===== config.mk =====
export PLATFORM = sky130hd
export DESIGN_NAME = program_store
export DESIGN_NICKNAME = d
export VERILOG_FILES = /design/src/hw/rv_pkg.sv /design/src/hw/program_store.sv
export SDC_FILE = /design/constraint.sdc
export NUM_CORES = 2
export LEC_CHECK = 0
export BUFFER_PORTS_ARGS = -buffer_cell sky130_fd_sc_hd__buf_2
export CORE_MARGIN = 10
export CORE_UTILIZATION = 30
export CTS_CLUSTER_SIZE = 24
export DETAILED_ROUTE_END_ITERATION = 8
export HOLD_SLACK_MARGIN = 0.12
export SYNTH_ARGS = -nofsm -noshare
export SYNTH_HDL_FRONTEND = slang
export SYNTH_SLANG_ARGS = --single-unit

===== constraint.sdc =====
create_clock -name clk_i -period 5.1 [get_ports clk_i]
set_input_delay 0.51 -clock clk_i [delete_from_list [all_inputs] [get_ports clk_i]]
set_output_delay 0.51 -clock clk_i [all_outputs]
set_load 0.005 [all_outputs]

===== src/hw/rv_pkg.sv =====
package rv_pkg;

    ////////////////////////////////////////
    // widths and depths
    ////////////////////////////////////////
    localparam int XLEN        = 32;
    localparam int REG_ADDR_W  = 5;
    localparam int IMEM_WORDS  = 64;
    localparam int IMEM_ADDR_W = $clog2(IMEM_WORDS);
    localparam int DMEM_WORDS  = 32;
    localparam int DMEM_ADDR_W = $clog2(DMEM_WORDS);

    // loader framing bytes, never stored
    localparam logic [7:0] LOAD_OPEN  = 8'hFE;
    localparam logic [7:0] LOAD_CLOSE = 8'hFF;

    // base opcodes of the supported subset
    localparam logic [6:0] OP_RTYPE  = 7'b0110011;
    localparam logic [6:0] OP_ITYPE  = 7'b0010011;
    localparam logic [6:0] OP_LOAD   = 7'b0000011;
    localparam logic [6:0] OP_STORE  = 7'b0100011;
    localparam logic [6:0] OP_BRANCH = 7'b1100011;

    ////////////////////////////////////////
    // pipeline payloads
    ////////////////////////////////////////
    typedef enum logic [1:0] {
        ALU_ADD = 2'd0,
        ALU_SUB = 2'd1,
        ALU_AND = 2'd2,
        ALU_OR  = 2'd3
    } alu_op_e;

    // all zero means bubble
    typedef struct packed {
        logic    reg_write;
        logic    mem_read;
        logic    mem_write;
        logic    mem_to_reg;
        logic    alu_src_imm;
        alu_op_e alu_op;
    } ctrl_t;

    typedef struct packed {
        ctrl_t                 ctrl;
        logic [XLEN-1:0]       rs1_val;
        logic [XLEN-1:0]       rs2_val;
        logic [XLEN-1:0]       imm;
        logic [REG_ADDR_W-1:0] rs1;
        logic [REG_ADDR_W-1:0] rs2;
        logic [REG_ADDR_W-1:0] rd;
    } id_ex_t;

    typedef struct packed {
        logic                  reg_write;
        logic                  mem_read;
        logic                  mem_write;
        logic                  mem_to_reg;
        logic [XLEN-1:0]       alu_result;
        logic [XLEN-1:0]       store_data;
        logic [REG_ADDR_W-1:0] rd;
    } ex_mem_t;

    // writeback bus, shared by regfile and forwarding
    typedef struct packed {
        logic                  we;
        logic [REG_ADDR_W-1:0] rd;
        logic [XLEN-1:0]       data;
    } wb_t;

endpackage


===== src/hw/program_store.sv =====
`timescale 1ns/1ps

module program_store (
    input  logic                           clk_i,
    input  logic                           reset_n,
    input  logic                           write_enable_i,
    input  logic [7:0]                     instr_i,
    input  logic [rv_pkg::IMEM_ADDR_W-1:0] fetch_addr_i,
    output logic [rv_pkg::XLEN-1:0]        instr_o,
    output logic                           run_o
);

    typedef enum logic [1:0] {
        ST_IDLE,
        ST_LOADING,
        ST_RUNNING
    } load_state_e;

    load_state_e                    state_q;
    logic [rv_pkg::IMEM_ADDR_W+1:0] byte_ptr_q;
    logic [rv_pkg::XLEN-1:0]        mem [rv_pkg::IMEM_WORDS];
    logic                           store_byte;

    // payload byte between the markers
    assign store_byte = write_enable_i && (state_q == ST_LOADING)
                        && (instr_i != rv_pkg::LOAD_CLOSE);

    always_ff @(posedge clk_i or negedge reset_n) begin
        if (!reset_n) begin
            state_q    <= ST_IDLE;
            byte_ptr_q <= '0;
        end else if (write_enable_i) begin
            case (state_q)
                ST_IDLE: begin
                    if (instr_i == rv_pkg::LOAD_OPEN) begin
                        state_q <= ST_LOADING;
                    end
                end
                ST_LOADING: begin
                    if (instr_i == rv_pkg::LOAD_CLOSE) begin
                        state_q <= ST_RUNNING;
                    end else begin
                        byte_ptr_q <= byte_ptr_q + 1'b1;
                    end
                end
                // running ignores everything until reset
                default: begin
                end
            endcase
        end
    end

    // little-endian packing, unwritten words stay zero
    always_ff @(posedge clk_i or negedge reset_n) begin
        if (!reset_n) begin
            for (int i = 0; i < rv_pkg::IMEM_WORDS; i++) begin
                mem[i] <= '0;
            end
        end else if (store_byte) begin
            mem[byte_ptr_q[rv_pkg::IMEM_ADDR_W+1:2]][{byte_ptr_q[1:0], 3'b000} +: 8] <= instr_i;
        end
    end

    assign instr_o = mem[fetch_addr_i];
    assign run_o   = (state_q == ST_RUNNING);

endmodule


After elaboration in Yosys (flattened, before gate mapping)
Index checks and enable logic that the tools add are counted.
Word-level totals
  flip-flop bits (word level): 2058
  latch bits: 0
  bits of input ports: 17
  bits in read-only memories: 0
  memories: 0
  logic and storage cells: 99
  output and inout bits: 33
  memory bits (writable): 0
Operators by class
  magnitude comparators: 3
  mux-type cells: 9
  shifts and indexed selects: 2
  reductions and logical operators: 7
  bitwise gates (word level): 3
  $add $sub $neg: 2
  equality and inequality tests: 7
  multiply operators: 0
  div/mod/pow operators: 0
Operators by type and width (count)
  $bwmux 2048: 1
  $bmux 32 s6: 1
  $demux 32 s6: 1
  $mux 32: 3
  $shift 8x7->32 const A: 1
  $shiftx 8x7->32: 1
  $eq 8x8->1 const B: 2
  $ge 7x7->1 const B: 2
  $not 6->7: 2
  $add 8x1->8 const B: 1
  $ne 8x8->1 const B: 1
  $lt 7x1->1 const B: 1
  $neg 5->7: 1
  $mux 2: 2
  $pmux 2 s2: 1
  $reduce_and 4->1: 1
  $logic_and 1x1->1: 3
  $reduce_and 3->1: 1
  $eq 2x1->1 const B: 1
  $eq 2x2->1 const B: 1
  $logic_not 2->1: 1
  $ne 2x1->1 const B: 1
  $ne 2x2->1 const B: 1
  $reduce_bool 2->1: 1
  $not 1->1: 1

Depth between registers and ports, before layout
  depth after elaboration: 6
  mapped depth: 11
  mapped depth without buffers: 5

Worst setup path before layout
OpenSTA, ideal clock, no wires.
  kind: input -> output
  start: input fetch_addr_i[1] (netlist bit)
  end: output instr_o[19] (netlist bit)
  data required time: 4.590 ns
  stages on the path: 7
  arrival time: 2.270 ns
  slack: 2.320 ns
  buffers on the path: 3
  cell sequence: buf_2 > buf_2 > buf_1 > mux4_2 > mux4_2 > o22ai_1 > nor2_1
On the way
  longest elaborated chain between the ends: 4
Ends and longest elaborated chain
  from (decl): RTL line program_store.sv:8  | input logic [rv_pkg::IMEM_ADDR_W-1:0] fetch_addr_i,
  $not 6->7 (implied by the code): RTL line program_store.sv:64  | assign instr_o = mem[fetch_addr_i];
  $bmux 32 s6: RTL line program_store.sv:64
  $mux 32 (implied by the code) (2 in a row): RTL line program_store.sv:64
  to (decl): RTL line program_store.sv:9  | output logic [rv_pkg::XLEN-1:0] instr_o,
No other way between the ends. The select of a mux whose other input is x is not followed.

Worst setup path in the final report
  start: input fetch_addr_i[4] (netlist bit)
  end: output instr_o[12] (netlist bit)
The elaborated chain is that of the path after synthesis.

==> results.cfg <==
[run_status]
status = finished clean

[sta]
rsz0062_at_grt = false
drv_slew = 0
min_period_over_period_pct = 84.1
max_slew_margin_pct = 18.2
hold_slack_ns = 0.266
fmax_mhz = 233
period_minus_slack_ns = 4.29
finalClockSkew_ns = 0.0451
worst_slew_pin_slew_ns = 1.23
fin_ws_ns = 0.812
setup_viol = 0
hold_violations = 0
fin_setup_tns_ns = 0

[place]
place_hpwl_mm = 192
gp_congestion = 0.851
place_ws_ns = 0.829
placed_cells = 10500
portBuffers = 49

[global_routing]
grt_pass1_wl_mm = 433
grt_pass1_vias = 61000
overflow = 0
grt_max_degree = 149
antenna_found_initial = 18
grt.total_usage_pct = 16.9

[power]
p_comb_share_pct = 10.6
p_seq_share_pct = 45.0
power_density_mw_per_mm2 = 344
ir_drop_mv = 0.315
switching_power_mw = 9.93
p_sw_share_pct = 27.2
p_leak_nw = 48.9
clockPowerShare_pct = 44.4
p_int_mw = 26.6

[route]
detail_route.first_pass.iterations = 5
post_drt_via_cell_ratio = 5.32
via_count = 58100
drtAntennaViolNets = 0
drt-total-wl_mm = 293
drt_iter0_drc = 4880
routedWlPerCell_um = 26.8
drc = 0

[die]
die_w_um = 580
io_pins = 50
chipHeight_um = 580
core_mm2 = 0.312
rows = 205
initial_core_util_pct = 30.1
die_area_mm2 = 0.336

[clocking]
tritoncts = yes
htreeDepth = 4
postCtsSetupRepairBufs = 0
cts-resized-gates = 0
cts_buffers = 213
cts-root-buf = clkbuf_16
ctsHoldBuffers = 2
path_clk_slew_ns = 0.06
clk_path_buf_depth = 4
insertion_delay_ns = 0.88
cts_sinks = 2058

[layout]
final_cells = 10900
nets = 6631
drive_gt1_share_pct = 42.2
nFillCells = 30300
multi_input_comb_area_mm2 = 0.0403
seqCellArea_mm2 = 0.0515
syn_to_final_growth_pct = 13.2

[worst_setup_path]
required_ns = 4.59
cp.arrival_ns = 3.78
path_class = input pin to output port
cpPeakStageDelay_ns = 0.76
endpoint_kind = output port
cp_max_fo = 21
cp_cell_sequence = buf_2 -> inv_1 -> buf_4 -> nand2_1 -> buf_4 -> nor4_1 -> nor3_1 -> and4_1 -> buf_2
crit_slowest_cell = nand2_1
startpoint_type = input pin

[logic_synthesis]
synth_edf_count = 0
yosysMostFrequentCell = dfrtp_1
synthTopCellsByArea = dfrtp_1 55%, mux2_2 18%, mux4_2 12%
syn_avg_cell_area_um2 = 14.1
ys_seq_area_share_pct = 54.8
synth_ff_type = dfrtp_1
yosys_warnings = 0
synth_area_mm2 = 0.0939
synth_nets = 6672
synth-async-reset-ratio_pct = 100
synth_top_area_share_pct = 54.8
yosysTopAreaCell = dfrtp_1
synth_cell_type_count = 62
ys_ff_latch = 2058
synth_common_cells = 2058 x dfrtp_1, 1531 x mux2_2, 691 x nand2_1, 515 x o21ai_0, 499 x mux4_2
syn_inst = 6650

[hold_path]
hp-class = input pin to async pin

[job]
max_cap_viol_count = 0
-- area by class of cell --
class / instances / area share, %
Tap cell: 4140 / 4.87
Clock inverter: 69 / 0.876
Sequential cell: 2058 / 48.4
Clock buffer: 313 / 5.90
Multi-Input combinational cell: 4093 / 37.9
Inverter: 4 / 0.0165
Timing Repair Buffer: 239 / 2.02
Antenna cell: 6 / 0.0141
-- critical path, delay by kind of cell --
kind          cells  cell delay [ns]
simple gates      4             1.54
buf+inv           5             1.63
-- metrics by stage --
stage / util [%] / power (mW) / cell area [µm²]
after floorplan: - / 18.6 / 93900
after global placement: 31.8 / 20.5 / 99100
after detailed placement: 31.8 / 20.6 / 99100
after CTS: 34.1 / 36.8 / 106000
after global routing: 34.1 / 37.6 / 106000
final: 34.1 / 36.5 / 106000
-- worst paths after layout --
| check | from | cells past startpoint | to | slack, ns |
|---|---|---|---|---|
| setup / recovery | fetch_addr_i[4] | 9 | instr_o[12] | 0.81 |
| hold / removal | reset_n | 2 | mem[158] | 0.27 |
| setup reg to reg | byte_ptr_q[0] | 5 | mem[749] | 1.36 |
| hold reg to reg | mem[555] | 2 | mem[555] | 0.48 |
| max in group asynchronous | reset_n | 3 | mem[517] | 3.28 |
| min in group clk_i | instr_i[0] | 2 | state_q[1] | 0.27 |
-- layer usage --
metal,up-vias,part of all wire (%),track usage [%]
li1,24200,-,-
met1,31400,42,22.2
met2,1845,47,27.3
met3,607,6.2,3.01
met4,4,5.3,7.66
met5,-,0.0089,0
-- power by group through the flow --
stage,Combinational (mW),Sequential [mW],Clock (mW)
after floorplan,1.91,16.7,0
after global routing,4.05,16.5,17.1
after global placement,3.79,16.7,0
final,3.86,16.5,16.2
after CTS,3.85,16.5,16.5
after detailed placement,3.84,16.8,0
-- flip-flops by register name, indices dropped and copies added, names as in the netlist --
register	count
byte_ptr_q	8
state_q	2
mem	2048
-- kinds of logic after synthesis --
group                      count (synthesis)  share of synthesized area [%]
DFF                                     2058                           54.8
xor gates and xnor gates                   7                         0.0653
AOI/OAI and AO/OA                        765                           4.51
muxes                                   2127                           31.4
and+or+nand+nor                         1189                           6.77
adders and majority gates                  5                         0.0666
buffers and inverters                    499                           2.39
-- cell usage in the layout (no fill, tap or decap), types with 6 or more instances in the layout --
cell	n
dfrtp_1	2058
mux2_2	1531
nand2_1	685
o21ai_0	515
mux4_2	499
clkbuf_16	215
buf_4	154
o22ai_1	131
nor2_2	117
nand3_1	84
mux2i_1	72
clkbuf_8	53
clkbuf_1	45
buf_2	44
nor2_1	41
nor2_4	41
nor2_8	40
clkinv_2	36
buf_12	35
a21oi_1	32
nor4_1	30
mux2_1	25
and2_2	23
nand2b_1	21
bufinv_16	20
a211oi_1	19
nand4_1	19
o221ai_1	18
and2_1	15
o211ai_1	11
nor3_1	11
nand3b_1	10
o22a_1	10
nor2b_1	10
o21ai_1	10
diode_2	6
nor3b_2	6
Note: power is estimated with default switching activity, not from simulation.
