$ cat config.mk
export PLATFORM = sky130hd
export DESIGN_NAME = reg_file
export DESIGN_NICKNAME = d
export VERILOG_FILES = /design/src/hw/rv_pkg.sv /design/src/hw/reg_file.sv
export SDC_FILE = /design/constraint.sdc
export NUM_CORES = 2
export LEC_CHECK = 0
export BUFFER_PORTS_ARGS = -buffer_cell sky130_fd_sc_hd__buf_2
export CAP_MARGIN = 20
export CORE_ASPECT_RATIO = 0.75
export CORE_MARGIN = 2
export CORE_UTILIZATION = 63
export CTS_BUF_LIST = sky130_fd_sc_hd__clkbuf_8
export DETAILED_ROUTE_END_ITERATION = 12
export GPL_TIMING_DRIVEN = 1
export PLACE_DENSITY = 0.89
export SETUP_SLACK_MARGIN = 0.05
export SLEW_MARGIN = 20
export SYNTH_ARGS = -nofsm -noshare
export SYNTH_HDL_FRONTEND = slang
export SYNTH_SLANG_ARGS = --single-unit
$ cat constraint.sdc
create_clock -name clk_i -period 3.3 [get_ports clk_i]
set_clock_uncertainty 0.15 [all_clocks]
set_input_delay 0.165 -clock clk_i [delete_from_list [all_inputs] [get_ports clk_i]]
set_output_delay 0.165 -clock clk_i [all_outputs]
set_load 0.01 [all_outputs]
$ cat src/hw/rv_pkg.sv
package rv_pkg;

    ////////////////////////////////////////
    // widths and depths
    ////////////////////////////////////////
    localparam int XLEN        = 32;
    localparam int REG_ADDR_W  = 5;
    localparam int IMEM_WORDS  = 64;
    localparam int IMEM_ADDR_W = $clog2(IMEM_WORDS);
    localparam int DMEM_WORDS  = 32;
    localparam int DMEM_ADDR_W = $clog2(DMEM_WORDS);

    // loader framing bytes, never stored
    localparam logic [7:0] LOAD_OPEN  = 8'hFE;
    localparam logic [7:0] LOAD_CLOSE = 8'hFF;

    // base opcodes of the supported subset
    localparam logic [6:0] OP_RTYPE  = 7'b0110011;
    localparam logic [6:0] OP_ITYPE  = 7'b0010011;
    localparam logic [6:0] OP_LOAD   = 7'b0000011;
    localparam logic [6:0] OP_STORE  = 7'b0100011;
    localparam logic [6:0] OP_BRANCH = 7'b1100011;

    ////////////////////////////////////////
    // pipeline payloads
    ////////////////////////////////////////
    typedef enum logic [1:0] {
        ALU_ADD = 2'd0,
        ALU_SUB = 2'd1,
        ALU_AND = 2'd2,
        ALU_OR  = 2'd3
    } alu_op_e;

    // all zero means bubble
    typedef struct packed {
        logic    reg_write;
        logic    mem_read;
        logic    mem_write;
        logic    mem_to_reg;
        logic    alu_src_imm;
        alu_op_e alu_op;
    } ctrl_t;

    typedef struct packed {
        ctrl_t                 ctrl;
        logic [XLEN-1:0]       rs1_val;
        logic [XLEN-1:0]       rs2_val;
        logic [XLEN-1:0]       imm;
        logic [REG_ADDR_W-1:0] rs1;
        logic [REG_ADDR_W-1:0] rs2;
        logic [REG_ADDR_W-1:0] rd;
    } id_ex_t;

    typedef struct packed {
        logic                  reg_write;
        logic                  mem_read;
        logic                  mem_write;
        logic                  mem_to_reg;
        logic [XLEN-1:0]       alu_result;
        logic [XLEN-1:0]       store_data;
        logic [REG_ADDR_W-1:0] rd;
    } ex_mem_t;

    // writeback bus, shared by regfile and forwarding
    typedef struct packed {
        logic                  we;
        logic [REG_ADDR_W-1:0] rd;
        logic [XLEN-1:0]       data;
    } wb_t;

endpackage

$ cat src/hw/reg_file.sv
`timescale 1ns/1ps

module reg_file (
    input  logic                          clk_i,
    input  logic                          reset_n,
    input  logic [rv_pkg::REG_ADDR_W-1:0] rs1_i,
    input  logic [rv_pkg::REG_ADDR_W-1:0] rs2_i,
    input  logic [rv_pkg::REG_ADDR_W-1:0] dbg_addr_i,
    input  rv_pkg::wb_t                   wb_i,
    output logic [rv_pkg::XLEN-1:0]       rs1_data_o,
    output logic [rv_pkg::XLEN-1:0]       rs2_data_o,
    output logic [rv_pkg::XLEN-1:0]       dbg_data_o
);

    logic [rv_pkg::XLEN-1:0] regs [2**rv_pkg::REG_ADDR_W];
    logic                    wb_active;

    // x0 is never written
    assign wb_active = wb_i.we && (wb_i.rd != '0);

    always_ff @(posedge clk_i or negedge reset_n) begin
        if (!reset_n) begin
            for (int i = 0; i < 2**rv_pkg::REG_ADDR_W; i++) begin
                regs[i] <= '0;
            end
        end else if (wb_active) begin
            regs[wb_i.rd] <= wb_i.data;
        end
    end

    // write-through so decode sees the value retiring this cycle
    assign rs1_data_o = (wb_active && (wb_i.rd == rs1_i)) ? wb_i.data : regs[rs1_i];
    assign rs2_data_o = (wb_active && (wb_i.rd == rs2_i)) ? wb_i.data : regs[rs2_i];

    // inspection port shows committed state only
    assign dbg_data_o = regs[dbg_addr_i];

endmodule

# After elaboration in Yosys (flattened, before gate mapping)
# Cells that the tools add are included.
[totals] reg_bits=1024 out_inout_bits=96
[classes] magnitude_cmp=5 n_eq_ne=2 n_mux=14 bitwise_logic=4 reduce_logical=5
[ops] operator="$bwmux W1024" n=1
[ops] operator="$bmux W32 S5" n=3
[ops] operator="$mux W32" n=9
[ops] operator="$demux W32 S5" n=1
[ops] operator="$ge A6 B6 Y1 const B" n=4
[ops] operator="$not A5 Y6" n=4
[ops] operator="$eq A5 B5 Y1" n=2
[ops] operator="$lt A6 B1 Y1 const B" n=1
[ops] operator="$reduce_bool A5 Y1" n=1
[ops] operator="$logic_and A1 B1 Y1" n=4

# Logic depth before layout (Yosys ltp)
[logic_depth] depth_word=6 depth_mapped=7

# Least setup slack after synthesis
# OpenSTA, ideal clock, no wires.
[synth_timing] path_kind="input to output" start="input dbg_addr_i[0] (netlist name)" end="output dbg_data_o[0] (netlist name)" arrival_ns=1.964 required_time_ns=2.985 path_slack_ns=1.021 stages=6 path_cell_list="clkbuf_1 -> buf_6 -> buf_6 -> mux4_2 -> mux4_2 -> mux2_2"
[synth_between] elab_chain_cells=4
[synth_lines] element="from (decl)" line_no="reg_file.sv:8" text="input logic [rv_pkg::REG_ADDR_W-1:0] dbg_addr_i,"
[synth_lines] element="$not A5 Y6 (not written as such)" line_no="reg_file.sv:36" text="assign dbg_data_o = regs[dbg_addr_i];"
[synth_lines] element="$bmux W32 S5" line_no="reg_file.sv:36"
[synth_lines] element="$mux W32 (not written as such) (2 in series)" line_no="reg_file.sv:36"
[synth_lines] element="to (decl)" line_no="reg_file.sv:12" text="output logic [rv_pkg::XLEN-1:0] dbg_data_o"
# Every way passes these cells. The select of a mux whose other input is x is not followed.

# Worst setup path in the final report
[layout_timing] start="input rs1_i[3] (netlist name)" end="output rs1_data_o[18] (netlist name)"
[layout_between] elab_chain_cells=5
[layout_lines] element="from (decl)" line_no="reg_file.sv:6" text="input logic [rv_pkg::REG_ADDR_W-1:0] rs1_i,"
[layout_lines] element="$not A5 Y6 (not written as such)" line_no="reg_file.sv:32" text="assign rs1_data_o = (wb_active && (wb_i.rd == rs1_i)) ? wb_i.data : regs[rs1_i];"
[layout_lines] element="$bmux W32 S5" line_no="reg_file.sv:32"
[layout_lines] element="$mux W32 (not written as such) (2 in series)" line_no="reg_file.sv:32"
[layout_lines] element="$mux W32 *" line_no="reg_file.sv:32"
[layout_lines] element="to (decl)" line_no="reg_file.sv:10" text="output logic [rv_pkg::XLEN-1:0] rs1_data_o,"
# Every way passes the cells marked *; elsewhere a longest branch is shown, timed or not. The select of a mux whose other input is x is not followed.

==> metrics <==
status complete, no violations; synth top area cells dfrtp_1 (42%), mux4_2 (31%), mux2_2 (20%); Leak Pwr 0.0288 µW; largest net degree at the start of global routing 80; hpwl dp 117000 µm; number of synthesized flops with an enable pin 0; RSZ-0062 raised after global routing no; Critical Path Source Type input pin; CP most frequent cell buf_2; TritonCTS Sinks 1024; number of global-route vias before repair 44800; crit path DAT 2.88 ns; crit path cell chain buf_2 > nand3b_1 > buf_4 > o22ai_1 > nor4_1 > mux2_2 > buf_2; top-area cell type share of the netlist area 41.8%; Final GP Congestion 0.883; Post-Synthesis Cells 3857; crit path from rs1_i[3]; setup TNS 0 ns; Slew headroom 16.0%; DRC violation total after the first TritonRoute iteration 7885; DR WL/cell 38.3 µm; Fin. Hold Viols 0; via count 44100; P&R area growth vs syn 11.5%; Worst-path clk slew 0.06 ns; Synth Cell Area 61200 µm²; CTS tree done; IO Count 151; GRT Residual Overflow 0; drt drc 0; reg2reg start regs[615]; WHS Path Cells 5; Total GRT Usage 41.9%; DIE HEIGHT 274 µm; largest registers regs (1024); final hold slack 0.0677 ns; final WL 206000 µm; FF-to-FF setup slack 2.24 ns; YS warnings 0; first-pass GRT wire length 301000 µm; maximum capacitance violations 0; met2 WL 86800 µm; fin crit period 3.20 ns; root buf cell clkbuf_8; FMAX 0.313 GHz; worst setup path end rs1_data_o[18]; fin nets 3984; Largest Register regs; Slowest cell on crit path nand3b_1; Num CTS Buffers 161; DR top layer met5; Port Buffers 150; initial antenna violation count 4; synthesized net count 3912; Routed Antenna Nets 0; vias per inst 8.21; Setup violations, final 0; Initial Utilization 63.2%; area leader, netlist dfrtp_1; total die area 99800 µm²; Netlist cell types 37; fill cell count 5797; synthesized flop and latch total 1024; Mapped Avg Cell Area 15.9 µm²; H-tree Lvls 4; worst r2r path cells 1; worst skew pair latency 0.86 ns; share of post-route cells with drive strength above 1 63.2%; Slew Limit Fails 0; Cell Rows 99; power per cell area 571 nW/µm²; register area share after synthesis 41.8%; Critical Path End Type output port; HP Class input pin to flop; Post CTS Setup Buffer Count 0; area of the core 96900 µm²; worst slew pin tran 1.26 ns; Synth async-reset ratio 100%; metal3 WL 34600 µm; slowest cell delay on critical path 0.95 ns; CTS Buffer Depth 3; number of flip-flops in the largest register 1024; CP max FO 16; end of the worst register-to-register path regs[615]; width of the die 364 µm; first drt pass iteration count 7; WL met1 68300 µm; VDD IR max 0.421 mV; Setup Crit Path Kind input pin to output port; crit share post-route 96.9%; Worst Path Required 2.98 ns; Post-synth top flop dfrtp_1
synth_stat cells, types with 2 or more instances:
cell type / number
mux2_2: 1078
dfrtp_1: 1024
mux4_2: 831
clkbuf_1: 308
o22ai_1: 249
buf_2: 89
nor4_1: 63
buf_1: 60
nand2_1: 27
buf_4: 22
nor2_1: 21
nand3b_1: 11
o21ai_0: 11
nand3_1: 8
buf_6: 7
or3b_2: 7
nor3b_1: 6
xnor2_1: 6
xor2_1: 4
a22oi_1: 2
and3_1: 2
and3b_1: 2
inv_1: 2
o211ai_1: 2
or3_1: 2
or4b_2: 2
layout by cell type (no fill, tap or decap), types with 11 or more instances in the layout:
| cell | netlist | routed |
|---|---|---|
| nor2_4 | 0 | 16 |
| dfrtp_1 | 1024 | 1024 |
| nand2_4 | 0 | 13 |
| nor4_1 | 63 | 62 |
| mux4_2 | 831 | 831 |
| clkinv_2 | 0 | 16 |
| dlygate4sd3_1 | 0 | 34 |
| nand2_1 | 27 | 12 |
| o22ai_1 | 249 | 249 |
| mux2_2 | 1078 | 1078 |
| buf_12 | 0 | 81 |
| nand3b_1 | 11 | 11 |
| buf_2 | 89 | 141 |
| buf_4 | 22 | 130 |
| inv_1 | 2 | 47 |
| clkbuf_8 | 0 | 213 |
| o21ai_0 | 11 | 11 |
timing repair:
| action | CTS | global route |
|---|---|---|
| endpoints found under the setup margin | 1 | 0 |
| gates resized for setup | 1 | 0 |
| hold buffers | 35 | 0 |
| hold endpoints to repair | 1955 | 0 |
critical path: cells and delay by family:
kind	cells	cell delay [ns]
AO/OA/AOI/OAI	1	0.12
buffers and inverters	3	0.76
multiplexers	1	0.27
AND/OR/NAND/NOR	2	1.55
metal layers:
layer / track usage, % / up-vias
met5: 0 / -
met4: 26.7 / 2
met3: 18.3 / 1282
met2: 57.5 / 4563
met1: 55.2 / 22400
li1: - / 15800
how the worst min path moves through the flow:
stage	start	to
finish	wb_i[37]	regs[351]
floorplan	reset_n	regs[0]
detailed placement	reset_n	regs[750]
CTS	wb_i[32]	regs[737]
global route	wb_i[37]	regs[324]
global placement	reset_n	regs[391]
power breakdown:
group          total, µW  switching [µW]  leakage (µW)  internal (µW)
Clock              11600            5430       0.00193           6160
Sequential         17500            2540        0.0131          14900
Combinational       9950            3860        0.0137           6080
Total              39000           11800        0.0288          27200
layout make-up:
type	count	area, µm²	area share (%)
well taps	1313	1640	2.41
clock buffers	213	2930	4.29
diodes	6	15.0	0.0220
flip-flops and latches	1024	25600	37.5
inverters	2	7.51	0.0110
repair buffers	395	3790	5.54
clock inverters	76	492	0.720
multi-input cells	2345	33800	49.5
per-stage QoR:
step / std cells / setup slack, ns / util [%] / area [µm²] / power [µW]
2_1_floorplan: 3857 / 1.02 / - / 61200 / 23900
3_3_place_gp: 5044 / 0.377 / 66.6 / 64500 / 26300
3_5_place_dp: 5044 / 0.361 / 66.6 / 64500 / 27000
4_1_cts: 5368 / 0.169 / 70.5 / 68300 / 38700
5_1_grt: 5369 / 0.136 / 70.5 / 68300 / 40200
6_report: 5374 / 0.103 / 70.5 / 68300 / 39000
kinds of logic (layout without fill, tap and decap cells):
logic type	Yosys count	in the layout	share of synthesized area, %
AND/OR/NAND/NOR	156	156	1.48
multiplexers	1910	1910	50.4
other	0	6	0
AO/OA/AOI/OAI	269	269	2.76
XOR/XNOR	10	10	0.143
flip-flops	1024	1024	41.8
buffers and inverters	488	686	3.39
Note: power is estimated with default switching activity, not from simulation.
