### src/hw/rv_pkg.sv
package rv_pkg;

    ////////////////////////////////////////
    // widths and depths
    ////////////////////////////////////////
    localparam int XLEN        = 32;
    localparam int REG_ADDR_W  = 5;
    localparam int IMEM_WORDS  = 64;
    localparam int IMEM_ADDR_W = $clog2(IMEM_WORDS);
    localparam int DMEM_WORDS  = 32;
    localparam int DMEM_ADDR_W = $clog2(DMEM_WORDS);

    // loader framing bytes, never stored
    localparam logic [7:0] LOAD_OPEN  = 8'hFE;
    localparam logic [7:0] LOAD_CLOSE = 8'hFF;

    // base opcodes of the supported subset
    localparam logic [6:0] OP_RTYPE  = 7'b0110011;
    localparam logic [6:0] OP_ITYPE  = 7'b0010011;
    localparam logic [6:0] OP_LOAD   = 7'b0000011;
    localparam logic [6:0] OP_STORE  = 7'b0100011;
    localparam logic [6:0] OP_BRANCH = 7'b1100011;

    ////////////////////////////////////////
    // pipeline payloads
    ////////////////////////////////////////
    typedef enum logic [1:0] {
        ALU_ADD = 2'd0,
        ALU_SUB = 2'd1,
        ALU_AND = 2'd2,
        ALU_OR  = 2'd3
    } alu_op_e;

    // all zero means bubble
    typedef struct packed {
        logic    reg_write;
        logic    mem_read;
        logic    mem_write;
        logic    mem_to_reg;
        logic    alu_src_imm;
        alu_op_e alu_op;
    } ctrl_t;

    typedef struct packed {
        ctrl_t                 ctrl;
        logic [XLEN-1:0]       rs1_val;
        logic [XLEN-1:0]       rs2_val;
        logic [XLEN-1:0]       imm;
        logic [REG_ADDR_W-1:0] rs1;
        logic [REG_ADDR_W-1:0] rs2;
        logic [REG_ADDR_W-1:0] rd;
    } id_ex_t;

    typedef struct packed {
        logic                  reg_write;
        logic                  mem_read;
        logic                  mem_write;
        logic                  mem_to_reg;
        logic [XLEN-1:0]       alu_result;
        logic [XLEN-1:0]       store_data;
        logic [REG_ADDR_W-1:0] rd;
    } ex_mem_t;

    // writeback bus, shared by regfile and forwarding
    typedef struct packed {
        logic                  we;
        logic [REG_ADDR_W-1:0] rd;
        logic [XLEN-1:0]       data;
    } wb_t;

endpackage

### src/hw/memory_writeback.sv
`timescale 1ns/1ps

module memory_writeback (
    input  logic                           clk_i,
    input  logic                           reset_n,
    input  rv_pkg::ex_mem_t                ex_mem_i,
    input  logic [rv_pkg::DMEM_ADDR_W-1:0] dbg_addr_i,
    output rv_pkg::wb_t                    wb_o,
    output logic [rv_pkg::XLEN-1:0]        dbg_data_o
);

    logic [rv_pkg::XLEN-1:0]        dmem [rv_pkg::DMEM_WORDS];
    logic [rv_pkg::DMEM_ADDR_W-1:0] word_idx;
    logic [rv_pkg::XLEN-1:0]        load_data;
    logic                           we_q;
    logic                           mem_to_reg_q;
    logic [rv_pkg::REG_ADDR_W-1:0]  rd_q;
    logic [rv_pkg::XLEN-1:0]        alu_q;
    logic [rv_pkg::XLEN-1:0]        load_q;

    // byte address, low two bits dropped
    assign word_idx  = ex_mem_i.alu_result[rv_pkg::DMEM_ADDR_W+1:2];
    assign load_data = dmem[word_idx];

    ////////////////////////////////////////
    // data memory
    ////////////////////////////////////////
    always_ff @(posedge clk_i or negedge reset_n) begin
        if (!reset_n) begin
            for (int i = 0; i < rv_pkg::DMEM_WORDS; i++) begin
                dmem[i] <= '0;
            end
        end else if (ex_mem_i.mem_write) begin
            dmem[word_idx] <= ex_mem_i.store_data;
        end
    end

    // MEM/WB control
    always_ff @(posedge clk_i or negedge reset_n) begin
        if (!reset_n) begin
            we_q         <= 1'b0;
            mem_to_reg_q <= 1'b0;
            rd_q         <= '0;
        end else begin
            we_q         <= ex_mem_i.reg_write;
            mem_to_reg_q <= ex_mem_i.mem_to_reg;
            rd_q         <= ex_mem_i.rd;
        end
    end

    // MEM/WB data
    always_ff @(posedge clk_i) begin
        alu_q  <= ex_mem_i.alu_result;
        load_q <= load_data;
    end

    always_comb begin
        wb_o.we   = we_q;
        wb_o.rd   = rd_q;
        wb_o.data = mem_to_reg_q ? load_q : alu_q;
    end

    assign dbg_data_o = dmem[dbg_addr_i];

endmodule

### config.mk
export PLATFORM = sky130hd
export DESIGN_NAME = memory_writeback
export DESIGN_NICKNAME = d
export VERILOG_FILES = /design/src/hw/rv_pkg.sv /design/src/hw/memory_writeback.sv
export SDC_FILE = /design/constraint.sdc
export NUM_CORES = 2
export LEC_CHECK = 0
export BUFFER_PORTS_ARGS = -buffer_cell sky130_fd_sc_hd__buf_2
export CAP_MARGIN = 20
export CELL_PAD_IN_SITES_DETAIL_PLACEMENT = 2
export CELL_PAD_IN_SITES_GLOBAL_PLACEMENT = 2
export CORE_MARGIN = 5
export CORE_UTILIZATION = 40
export CTS_BUF_LIST = sky130_fd_sc_hd__clkbuf_8
export DETAILED_ROUTE_END_ITERATION = 8
export GPL_TIMING_DRIVEN = 0
export PLACE_DENSITY = 0.76
export SYNTH_ARGS = -nofsm -noshare
export SYNTH_HDL_FRONTEND = slang
export SYNTH_SLANG_ARGS = --single-unit
### constraint.sdc
create_clock -name clk_i -period 4.8 [get_ports clk_i]
set_clock_uncertainty 0.15 [all_clocks]
set_input_delay 0.48 -clock clk_i [delete_from_list [all_inputs] [get_ports clk_i]]
set_output_delay 0.48 -clock clk_i [all_outputs]
set_load 0.02 [all_outputs]
# Word-level counts from Yosys, hierarchy flattened
# Index checks and enable logic that the tools add are counted.
dict set report totals {
  register_bits 1095
  latchBits 0
  ram_bits 0
  romBits 0
  in_bits 80
  word_cells 53
  n_memories 0
}
dict set report op_classes {
  addsub 0
  n_mul 0
  div 0
  n_lt_le_gt_ge 3
  n_eq_ne 0
  shift 0
  n_mux 10
  bitwise 2
  reduce_logical 1
}
# op count
set ops {}
lappend ops {{bitwise mux 1024 bit} 1}
lappend ops {{binary-select mux 32 bit (select 5 bit)} 2}
lappend ops {{two-way mux 32 bit} 6}
lappend ops {{demux 32 bit (select 5 bit)} 1}
lappend ops {{greater-or-equal comparator 6 bit (second input constant)} 2}
lappend ops {{NOT 5 -> 6 bit} 2}
lappend ops {{< comparator 6 x 1 -> 1 bit (second input constant)} 1}
lappend ops {{logical AND 1 bit} 1}

# Depth between registers and ports, before layout
dict set report logic_depth {
  ltp_word 6
  depth_mapped 8
  mapped_depth_nobuf 5
}

# Worst setup path before layout
# No wires, ideal clock.
dict set report synth_path {
  path_kind {input port to output port}
  start {in dbg_addr_i[1] in the netlist's numbering}
  end {out dbg_data_o[25] in the netlist's numbering}
  arrival_time_ns 1.954
  t_required_ns 4.170
  setup_slack_ns 2.216
  cell_stages 8
  path_buffers 4
  cell_sequence {buf_2 > buf_2 > buf_2 > buf_2 > mux2i_1 > a22oi_1 > a31oi_1 > nand3_1}
}
dict set report synth_via {
  elab_chain_len 4
}
# element line_no
set synth_rtl {}
lappend synth_rtl {{start: declaration} memory_writeback.sv:7} ;# input logic [rv_pkg::DMEM_ADDR_W-1:0] dbg_addr_i,
lappend synth_rtl {{NOT 5 -> 6 bit (implied by the code)} memory_writeback.sv:63} ;# assign dbg_data_o = dmem[dbg_addr_i];
lappend synth_rtl {{binary-select mux 32 bit (select 5 bit)} memory_writeback.sv:63}
lappend synth_rtl {{two-way mux 32 bit (implied by the code) (2 in series)} memory_writeback.sv:63}
lappend synth_rtl {{end: declaration} memory_writeback.sv:9} ;# output logic [rv_pkg::XLEN-1:0] dbg_data_o
# No other way between the ends. The select of a mux whose other input is x is not followed.

# Worst setup path in the final report
dict set report layout_path {
  start {in dbg_addr_i[0] in the netlist's numbering}
  end {out dbg_data_o[12] in the netlist's numbering}
}
# The elaborated chain is that of the path after synthesis.

==> flow_summary.json <==
{
  "ff_latch_area_sq_um": 27100,
  "slew_headroom_pct": 13.1,
  "totalPowerFinal_w": 0.0275,
  "cp_max_fo": 10,
  "syn-cell-area_sq_um": 56100,
  "yosysMostFrequentCell": "mux2_2",
  "path_class": "input pin to primary output",
  "core_sq_um": 139000,
  "vias": 43154,
  "max_freq_mhz": 201,
  "ys_top_cells_by_area": "dfrtp_1, mux2_2, mux4_2",
  "preCtsSetupSlack_ps": -92.7,
  "postLayoutCellArea_sq_um": 65300,
  "grt_use_total_pct": 35.0,
  "comb_power_share_pct": 21.5,
  "start_util_pct": 40.2,
  "maxSlewViolCount": 0,
  "wl_met1_microns": 101000,
  "vias_per_cell": 6.51,
  "endpoint_kind": "primary output",
  "ir_worst_vdd_uv": 252,
  "synthDistinctLibCells": 30,
  "power_switching_w": 0.00870,
  "rsz0062_at_grt": "no",
  "antenna_found_initial": 21,
  "grt.overflow.total": 0,
  "pwr-share-clk_pct": 33.1,
  "clock_latency_ps": 970,
  "drt-initial-drc-count": 4306,
  "ys_ff_latch": 1095,
  "status": "finished, violations left",
  "wl_per_cell_microns": 39.8,
  "syn_nets": 4147,
  "grt_pass1_wl_microns": 364000,
  "place.gp.congestion": 0.895,
  "route.met2.wl_microns": 118000,
  "syn_inst": 4067,
  "fin_setup_tns_ps": -401,
  "hold_viol_final": 0,
  "numCtsBuffers": 197,
  "drc_errors": 0,
  "final.period_utilization_pct": 103,
  "clockBufferDepth": 3,
  "multi_input_area_sq_um": 27200,
  "dieArea_sq_um": 148000,
  "hold_path_class": "input pin to register",
  "required_ps": 4170,
  "htreeDepth": 4,
  "yosys-top-cells-count": "mux2_2, dfrtp_1, mux2i_1, mux4_2, a22oi_1",
  "maxCapViolations": 0,
  "totalWireLength_microns": 264000,
  "fill_cells": 13438,
  "layout-drive-gt1-share_pct": 41.5,
  "internal_power_w": 0.0188,
  "power_density_nw_per_um2": 420,
  "cts_sinks": 1095,
  "syn_area_per_cell_sq_um": 13.8,
  "cts.clk_slew.worst_paths_ps": 60,
  "yosys.area.top_type_share_pct": 46.0,
  "rows": 137,
  "ys.flop_type": "dfrtp_1",
  "areaGrowthSynthToFinish_pct": 16.5,
  "ys_warn_count": 0,
  "setup_viol": 5,
  "cellLeakagePower_nw": 29.6,
  "worst_ep_arrival_time_ps": 4340,
  "p_seq_share_pct": 45.5,
  "cts_setup_buffers": 0,
  "antenna_left": 0,
  "cts_root_buf": "clkbuf_8",
  "dieHeight_microns": 384,
  "sw_frac_of_total_pct": 31.7,
  "wl_met3_microns": 25300,
  "die_width_microns": 384,
  "grt_max_degree": 166,
  "yosysTopAreaCell": "dfrtp_1",
  "finalNetCount": 4657,
  "synth_edf_count": 0,
  "yosysSeqAreaShare_pct": 48.3,
  "hpwl_microns": 176000,
  "violations": "setup timing",
  "io_pins": 150,
  "crit_path_start_kind": "input pin",
  "period_needed_ps": 4970,
  "grt_pass1_vias": 46356,
  "placed_area_sq_um": 60100,
  "tightest_slew_ps": 1300,
  "synthArstFlopShare_pct": 94.2,
  "top_layer": "met5",
  "io_buffer_count": 147,
  "drt_first_pass_iters": 5,
  "cts_tree": "yes",
  "fin_ws_ps": -167
}
metal layers:
metal | GRT usage [%] | vias up
met5 | 0 | -
met4 | 21.7 | 20
met3 | 9.84 | 845
met2 | 54.0 | 2552
met1 | 43.6 | 23264
li1 | - | 16473
placed cells by master, fill, tap and decap left out, drive strengths merged, types with 107 or more instances in the layout:
| cell | instances |
|---|---|
| mux4 | 256 |
| clkbuf | 465 |
| mux2 | 1056 |
| mux2i | 512 |
| nand2 | 108 |
| buf | 400 |
| a22oi | 224 |
| dlygate4sd3 | 107 |
| dfrtp | 1031 |
logic make-up (layout without fill, tap and decap cells):
| group | after synthesis | count (layout) | synth area share (%) |
|---|---|---|---|
| muxes | 1824 | 1824 | 40.6 |
| DFF | 1095 | 1095 | 48.3 |
| AOI/OAI and AO/OA | 416 | 416 | 5.21 |
| buffers and inverters | 413 | 1086 | 3.16 |
| and+or+nand+nor | 319 | 319 | 2.70 |
| other | 0 | 11 | 0 |
sequential cells by signal (all words and copies together) (netlist names):
name and cells:
alu_q 32, dmem 1024, load_q 32, we_q 1
mem_to_reg_q 1, rd_q 5
layout make-up:
class,count,area share [%]
multi-input combinational,2559,41.7
sequential,1095,41.5
clock buffer,248,5.23
timing repair buffer,311,4.40
tap,1876,3.59
buffer,413,2.76
clock inverter,114,0.858
antenna,11,0.0421
critical path: stages:
cell and delay (ps):
buf_2 170, nor2_1 150, clkbuf_1 680, buf_1 850, clkbuf_1 920, nand2_1 120
a31oi_1 440, nand3_1 250, buf_2 230
worst paths after layout:
path / start / endpoint / slack [ps] / cells past startpoint
setup / recovery: dbg_addr_i[0] / dbg_data_o[12] / -170 / 9
hold / removal: ex_mem_i[38] / alu_q[1] / 120 / 2
setup reg to reg: dmem[575] / load_q[31] / 2440 / 3
hold reg to reg: dmem[330] / dmem[330] / 360 / 1
max in group asynchronous: reset_n / rd_q[2] / 2350 / 5
min in group asynchronous: reset_n / dmem[30] / 540 / 4
metrics by stage:
step | util (%) | instances | hold slack [ps]
floorplan | - | 4067 | 34.4
global placement | 42.4 | 6090 | 341
detailed placement | 43.1 | 6139 | 249
CTS | 46.8 | 6609 | 9.85
global route | 46.9 | 6618 | 60.1
finish | 46.9 | 6627 | 116
power groups by stage:
stage	combinational, W	clock [W]	sequential (W)
after global routing	0.00616	0.00960	0.0126
after detailed placement	0.00566	0	0.0125
after CTS	0.00581	0.00915	0.0124
after floorplan	0.00385	0	0.0120
final	0.00589	0.00908	0.0125
after global placement	0.00536	0	0.0124
timing repair:
item                                   CTS  global route
pin swaps                                0             0
setup endpoints to repair                1             1
hold buffers                           108             0
endpoints found under the hold margin  379             0
gates resized for setup                  2             2
No activity file was read; power rests on OpenSTA's default activity.
