`src/hw/rv_pkg.sv`:
```
package rv_pkg;

    ////////////////////////////////////////
    // widths and depths
    ////////////////////////////////////////
    localparam int XLEN        = 32;
    localparam int REG_ADDR_W  = 5;
    localparam int IMEM_WORDS  = 64;
    localparam int IMEM_ADDR_W = $clog2(IMEM_WORDS);
    localparam int DMEM_WORDS  = 32;
    localparam int DMEM_ADDR_W = $clog2(DMEM_WORDS);

    // loader framing bytes, never stored
    localparam logic [7:0] LOAD_OPEN  = 8'hFE;
    localparam logic [7:0] LOAD_CLOSE = 8'hFF;

    // base opcodes of the supported subset
    localparam logic [6:0] OP_RTYPE  = 7'b0110011;
    localparam logic [6:0] OP_ITYPE  = 7'b0010011;
    localparam logic [6:0] OP_LOAD   = 7'b0000011;
    localparam logic [6:0] OP_STORE  = 7'b0100011;
    localparam logic [6:0] OP_BRANCH = 7'b1100011;

    ////////////////////////////////////////
    // pipeline payloads
    ////////////////////////////////////////
    typedef enum logic [1:0] {
        ALU_ADD = 2'd0,
        ALU_SUB = 2'd1,
        ALU_AND = 2'd2,
        ALU_OR  = 2'd3
    } alu_op_e;

    // all zero means bubble
    typedef struct packed {
        logic    reg_write;
        logic    mem_read;
        logic    mem_write;
        logic    mem_to_reg;
        logic    alu_src_imm;
        alu_op_e alu_op;
    } ctrl_t;

    typedef struct packed {
        ctrl_t                 ctrl;
        logic [XLEN-1:0]       rs1_val;
        logic [XLEN-1:0]       rs2_val;
        logic [XLEN-1:0]       imm;
        logic [REG_ADDR_W-1:0] rs1;
        logic [REG_ADDR_W-1:0] rs2;
        logic [REG_ADDR_W-1:0] rd;
    } id_ex_t;

    typedef struct packed {
        logic                  reg_write;
        logic                  mem_read;
        logic                  mem_write;
        logic                  mem_to_reg;
        logic [XLEN-1:0]       alu_result;
        logic [XLEN-1:0]       store_data;
        logic [REG_ADDR_W-1:0] rd;
    } ex_mem_t;

    // writeback bus, shared by regfile and forwarding
    typedef struct packed {
        logic                  we;
        logic [REG_ADDR_W-1:0] rd;
        logic [XLEN-1:0]       data;
    } wb_t;

endpackage

```
`src/hw/execute_stage.sv`:
```
`timescale 1ns/1ps

module execute_stage (
    input  logic            clk_i,
    input  logic            reset_n,
    input  rv_pkg::id_ex_t  id_ex_i,
    input  rv_pkg::wb_t     wb_i,
    output rv_pkg::ex_mem_t ex_mem_o
);

    logic [rv_pkg::XLEN-1:0] op_a;
    logic [rv_pkg::XLEN-1:0] rs2_fwd;
    logic [rv_pkg::XLEN-1:0] op_b;
    logic [rv_pkg::XLEN-1:0] alu_result;

    // newest producer wins, EX/MEM before MEM/WB
    function automatic logic [rv_pkg::XLEN-1:0] fwd_operand(
        input logic [rv_pkg::REG_ADDR_W-1:0] src,
        input logic [rv_pkg::XLEN-1:0]       reg_val,
        input rv_pkg::ex_mem_t               ex_mem,
        input rv_pkg::wb_t                   wb
    );
        logic [rv_pkg::XLEN-1:0] result;
        result = reg_val;
        // loads in EX/MEM are covered by the decode stall
        if (ex_mem.reg_write && !ex_mem.mem_read && (ex_mem.rd != '0)
            && (ex_mem.rd == src)) begin
            result = ex_mem.alu_result;
        end else if (wb.we && (wb.rd != '0) && (wb.rd == src)) begin
            result = wb.data;
        end
        return result;
    endfunction

    assign op_a    = fwd_operand(id_ex_i.rs1, id_ex_i.rs1_val, ex_mem_o, wb_i);
    assign rs2_fwd = fwd_operand(id_ex_i.rs2, id_ex_i.rs2_val, ex_mem_o, wb_i);
    assign op_b    = id_ex_i.ctrl.alu_src_imm ? id_ex_i.imm : rs2_fwd;

    ////////////////////////////////////////
    // ALU
    ////////////////////////////////////////
    always_comb begin
        case (id_ex_i.ctrl.alu_op)
            rv_pkg::ALU_SUB: alu_result = op_a - op_b;
            rv_pkg::ALU_AND: alu_result = op_a & op_b;
            rv_pkg::ALU_OR:  alu_result = op_a | op_b;
            default:         alu_result = op_a + op_b;
        endcase
    end

    // EX/MEM register
    always_ff @(posedge clk_i or negedge reset_n) begin
        if (!reset_n) begin
            ex_mem_o <= '0;
        end else begin
            ex_mem_o.reg_write  <= id_ex_i.ctrl.reg_write;
            ex_mem_o.mem_read   <= id_ex_i.ctrl.mem_read;
            ex_mem_o.mem_write  <= id_ex_i.ctrl.mem_write;
            ex_mem_o.mem_to_reg <= id_ex_i.ctrl.mem_to_reg;
            ex_mem_o.alu_result <= alu_result;
            // sw data must see forwarded rs2 too
            ex_mem_o.store_data <= rs2_fwd;
            ex_mem_o.rd         <= id_ex_i.rd;
        end
    end

endmodule

```
`config.mk`:
```
export PLATFORM = sky130hd
export DESIGN_NAME = execute_stage
export DESIGN_NICKNAME = d
export VERILOG_FILES = /design/src/hw/rv_pkg.sv /design/src/hw/execute_stage.sv
export SDC_FILE = /design/constraint.sdc
export NUM_CORES = 1
export LEC_CHECK = 0
export ABC_AREA = 1
export ABC_CLOCK_PERIOD_IN_PS = 6100
export BUFFER_PORTS_ARGS = -buffer_cell sky130_fd_sc_hd__buf_2
export CORE_ASPECT_RATIO = 0.5
export CORE_MARGIN = 2
export CORE_UTILIZATION = 56
export DETAILED_ROUTE_END_ITERATION = 10
export PLACE_DENSITY = 0.86
export SLEW_MARGIN = 10
export SYNTH_ARGS = -nofsm -noshare
export SYNTH_HDL_FRONTEND = slang
export SYNTH_SLANG_ARGS = --single-unit
```
`constraint.sdc`:
```
create_clock -name clk_i -period 6.1 [get_ports clk_i]
set_clock_uncertainty 0.05 [all_clocks]
set_input_delay 1.83 -clock clk_i [delete_from_list [all_inputs] [get_ports clk_i]]
set_output_delay 1.83 -clock clk_i [all_outputs]
set_load 0.02 [all_outputs]
```
# After elaboration in Yosys (flattened, before gate mapping)
# Index checks and enable logic that the tools add are counted.
[word_totals]
ff_bits = 73
latchBits = 0
ramBits = 0
mem_bits_ro = 0
input_bits = 158
out_inout_bits = 73
word_cells = 34
mem_count = 0
[classes]
n_addsub = 2
n_mul = 0
div_mod_pow = 0
n_lt_le_gt_ge = 0
n_eq_ne = 7
n_shift = 0
n_mux = 6
bitwise = 2
reduce_logical = 10
[ops]
columns = ["cell", "n"]
rows = [
  ["32-bit two-way mux", 5],
  ["32-bit case mux with 3 select lines", 1],
  ["32-bit adder", 1],
  ["32-bit bitwise AND", 1],
  ["32-bit bitwise OR", 1],
  ["32-bit subtractor", 1],
  ["5-bit equality test", 4],
  ["5-bit nonzero test", 2],
  ["1-bit logical AND", 7],
  ["2-bit equality test (second input constant)", 2],
  ["2-bit by 1-bit equality test with 1-bit output (second input constant)", 1],
  ["1-bit logical NOT", 1],
]

# Depth between registers and ports, before layout
[logic_depth]
word_depth = 8
ltp_mapped = 34

# Least setup slack after synthesis
# No wires, ideal clock.
[synth_timing]
path_type = "in2reg"
from = "input wb_i[36] in the netlist's numbering"
to = "register ex_mem_o[63] in the netlist's numbering"
setup_time_ns = 0.126
arrival_time_ns = 5.290
required_ns = 5.924
setup_slack_ns = 0.634
stages = 29
cell_sequence = "nor2_1 nand3_1 nand2_1 nor3_1 nand3_1 clkbuf_1 clkbuf_1 nand2_1 o21ai_0 nand2_1 o21ai_0 inv_1 ha_1 inv_1 fa_1 nand3_1 nand3_1 inv_1 nor2_1 nor2_1 o21ai_0 a21boi_0 o21ai_0 nand2_1 o21a_1 o21ai_0 nand2_1 nand2_1 o22ai_1"
[synth_between]
elab_chain_len = 8
[synth_rtl]
columns = ["element", "line", "text"]
rows = [
  ["start, declared", "execute_stage.sv:7", "input rv_pkg::wb_t wb_i,"],
  ["5-bit nonzero test", "execute_stage.sv:29", "end else if (wb.we && (wb.rd != '0) && (wb.rd == src)) begin"],
  ["1-bit logical AND (2 in a row)", "execute_stage.sv:29", ""],
  ["32-bit two-way mux", "execute_stage.sv:29", ""],
  ["32-bit two-way mux", "execute_stage.sv:26", "if (ex_mem.reg_write && !ex_mem.mem_read && (ex_mem.rd != '0)"],
  ["32-bit two-way mux", "execute_stage.sv:37", "assign op_b = id_ex_i.ctrl.alu_src_imm ? id_ex_i.imm : rs2_fwd;"],
  ["32-bit adder (tied with other cells)", "execute_stage.sv:47", "default: alu_result = op_a + op_b;"],
  ["32-bit case mux with 3 select lines *", "execute_stage.sv:43", "case (id_ex_i.ctrl.alu_op)"],
  ["named net alu_result, one bit", "execute_stage.sv:14", "logic [rv_pkg::XLEN-1:0] alu_result;"],
  ["end, declared", "execute_stage.sv:8", "output rv_pkg::ex_mem_t ex_mem_o"],
]
# The timed path passes the listed nets; every way through them passes the cells marked *.

# Worst setup path after layout
[layout_timing]
from = "input wb_i[35] in the netlist's numbering"
to = "register ex_mem_o[68] in the netlist's numbering"
# The elaborated chain is that of the path after synthesis.

==> run metrics <==
Top Registers=ex_mem_o: 73 flops; max-cap violations=0; first-pass GRT wire length=46.4 mm; Sw Pwr=0.920 mW; RSZ-0062 raised after global routing=false; commonest cells in the netlist=nand2_1 (290), inv_1 (148), nand3_1 (147); DRC viols=0; total power=2.17 mW; DR WL/cell=19.1 um; CP Data Required Time=6.28 ns; HPWL Detailed=25.6 mm; chip width=171 um; vias per inst=5.81; Int Power=1.25 mW; Max rail drop VDD=0.000144 V; synth warn=0; Critical Path AT=6.01 ns; predominant post-synthesis flop cell=dfrtp_1; Clock Sinks=73; synth top area cells=dfrtp_1 (23%), nand2_1 (14%), nand3_1 (9.4%); Seq pwr share=27.9%; Synth top area share=23.4%; critical path class=in -> reg; EDFF count, synth=0; hold worst-path end=ex_mem_o[5]$_DFF_PN0_; Cell Area, Synth=7810 sq um; clk_lat worst skew=0.35 ns; Layout Nets=1,656; worst r2r src=ex_mem_o[4]$_DFF_PN0_; Clock transition at path regs=0.06 ns; Power Density=224 nW/um^2; fmax=171 MHz; Reg2Reg Setup Slack=1.48 ns; CP Launch Type=primary input; Leakage Power=5.21 nW; slowest CP cell=ha_1; Max-slew headroom=33.9%; gr usage total=41.2%; Routability Congestion=1.13; min Tclk post-route=5.83 ns; final cell count without fillers=1,661; number of DRC markers in iteration 0=1,254; TritonCTS Buffers=9; initial antenna violation count=1; Cells after Synth=1,220; hold path cells=2; post-route clock period utilization=95.6%; Die Footprint=15,000 sq um; CORE AREA=13,600 sq um; Cells after DPL=1,641; initial core utilization=57.5%; fill count=1,194; Area Growth Syn to Fin=23.8%; Seq/Total Area, Yosys=23.4%; Combinational Power Share=44.4%; syn avg cell area=6.41 sq um; Clock power frac=27.7%; GRT overflow=0; R2R Path End=ex_mem_o[68]$_DFF_PN0_; FF-to-FF path depth=30; routed vias=9,647; Worst-Margin Slew=0.992 ns; cell accounting for the most synthesized area=dfrtp_1; largest net degree at the start of global routing=74; cell mode on critical path=nand2_1; Hold Fails Final Rpt=0; Post-Route WL=31.7 mm; DRT antenna net count=0; HP Class=reg -> reg; vias in the first global route=8,539; CP Max Fanout=14; Largest register FFs=73; Hold Buf Count CTS=0; ys async rst share=100%; share of post-route cells with drive strength above 1=25.2%; root buffer cell=clkbuf_16; post-synth cell types=49; final setup vio count=0; CP peak stage delay=0.34 ns; IO buf count=230; CTS max path bufs=2; HP Start=ex_mem_o[37]$_DFF_PN0_; I/O Pins=231; CTS tree=done; status=finished, final reports clean; Synth Register Bits=73; sw frac=42.5%; CTS H-Tree Depth=3; Die Y=87.5 um; drt pass-1 iters=7; count leader, synth=nand2_1; syn_nets=1,413; fin. max-slew vios=0; Largest Register=ex_mem_o; row cnt=30; type of destination of the critical path=flip-flop
per-stage QoR:
| stage | setup WS (ns) | hold slack (ns) | util [%] | TNS, ns | cell area (sq um) |
|---|---|---|---|---|---|
| 2_1_floorplan | 0.634 | 0.570 | - | 0 | 7820 |
| 3_3_place_gp | 0.0313 | 0.482 | 68.4 | 0 | 9300 |
| 3_5_place_dp | -0.00967 | 0.475 | 68.4 | -0.00967 | 9300 |
| 4_1_cts | 0.322 | 0.488 | 70.9 | 0 | 9630 |
| 5_1_grt | 0.0115 | 0.531 | 71.2 | 0 | 9670 |
| 6_report | 0.267 | 0.493 | 71.2 | 0 | 9670 |
cells in the final DEF (no fill, tap or decap), drive strengths merged, types with 2 or more instances in the layout:
cell	count
nand2	316
buf	278
nand3	159
inv	155
nor2	98
o21ai	96
dfrtp	73
a21oi	65
o211ai	35
ha	34
xor2	33
and2	28
xnor2	14
nor3	13
nand4	10
clkbuf	10
a31oi	8
mux2i	7
or2	7
o21a	4
a221oi	3
nand3b	3
clkinv	3
o21bai	2
o22ai	2
o31ai	2
bufinv	2
a21boi	2
cell families after synthesis:
| kind of cell | share of synthesized area, % |
|---|---|
| flip-flops | 23.4 |
| adder cells (fa/ha/maj) | 5.70 |
| multiplexers | 0.897 |
| buffers and inverters | 10.9 |
| AND/OR/NAND/NOR | 38.0 |
| XOR/XNOR | 5.27 |
| AO/OA/AOI/OAI | 15.9 |
how the worst max path moves through the flow:
stage                  start                      to
finish              wb_i[35]  ex_mem_o[68]$_DFF_PN0_
CTS                 wb_i[35]  ex_mem_o[68]$_DFF_PN0_
floorplan           wb_i[36]  ex_mem_o[63]$_DFF_PN0_
detailed placement  wb_i[35]  ex_mem_o[68]$_DFF_PN0_
global route        wb_i[35]  ex_mem_o[68]$_DFF_PN0_
global placement    wb_i[35]  ex_mem_o[68]$_DFF_PN0_
per-layer routing:
layer | part of all wire [%] | GRT usage [%] | vias to the layer above
li1 | - | - | 4494
met1 | 41 | 58.3 | 4400
met2 | 40 | 58.5 | 682
met3 | 17 | 16.3 | 71
met4 | 2.4 | 10.2 | 0
met5 | 0 | 0 | -
power groups by stage:
stage / combinational (mW) / clock, mW / sequential, mW
finish: 0.962 / 0.601 / 0.603
global route: 1.04 / 0.622 / 0.605
CTS: 0.928 / 0.601 / 0.596
detailed placement: 0.924 / 0 / 0.605
global placement: 0.911 / 0 / 0.604
floorplan: 0.498 / 0 / 0.666
timing repair:
action,4_1_cts,5_1_grt
gates resized for setup,0,7
buffers inserted,0,3
endpoints found under the setup margin,0,5
layout make-up:
type | count | area (sq um) | share of cell area (%)
Timing Repair Buffer | 278 | 1530 | 15.8
Tap cell | 192 | 240 | 2.48
Sequential cell | 73 | 1830 | 18.9
Inverter | 155 | 584 | 6.04
Clock inverter | 6 | 90.1 | 0.931
Clock buffer | 10 | 239 | 2.47
Multi-Input combinational cell | 946 | 5160 | 53.4
Antenna cell | 1 | 2.50 | 0.0259
critical path, delay by kind of cell:
kind | cells | cell delay, ns
buf+inv | 8 | 0.94
fa+ha+maj | 1 | 0.34
xor+xnor | 1 | 0.16
compound gates | 1 | 0.06
simple gates | 24 | 2.64
Power figures use the tool's default switching activity.
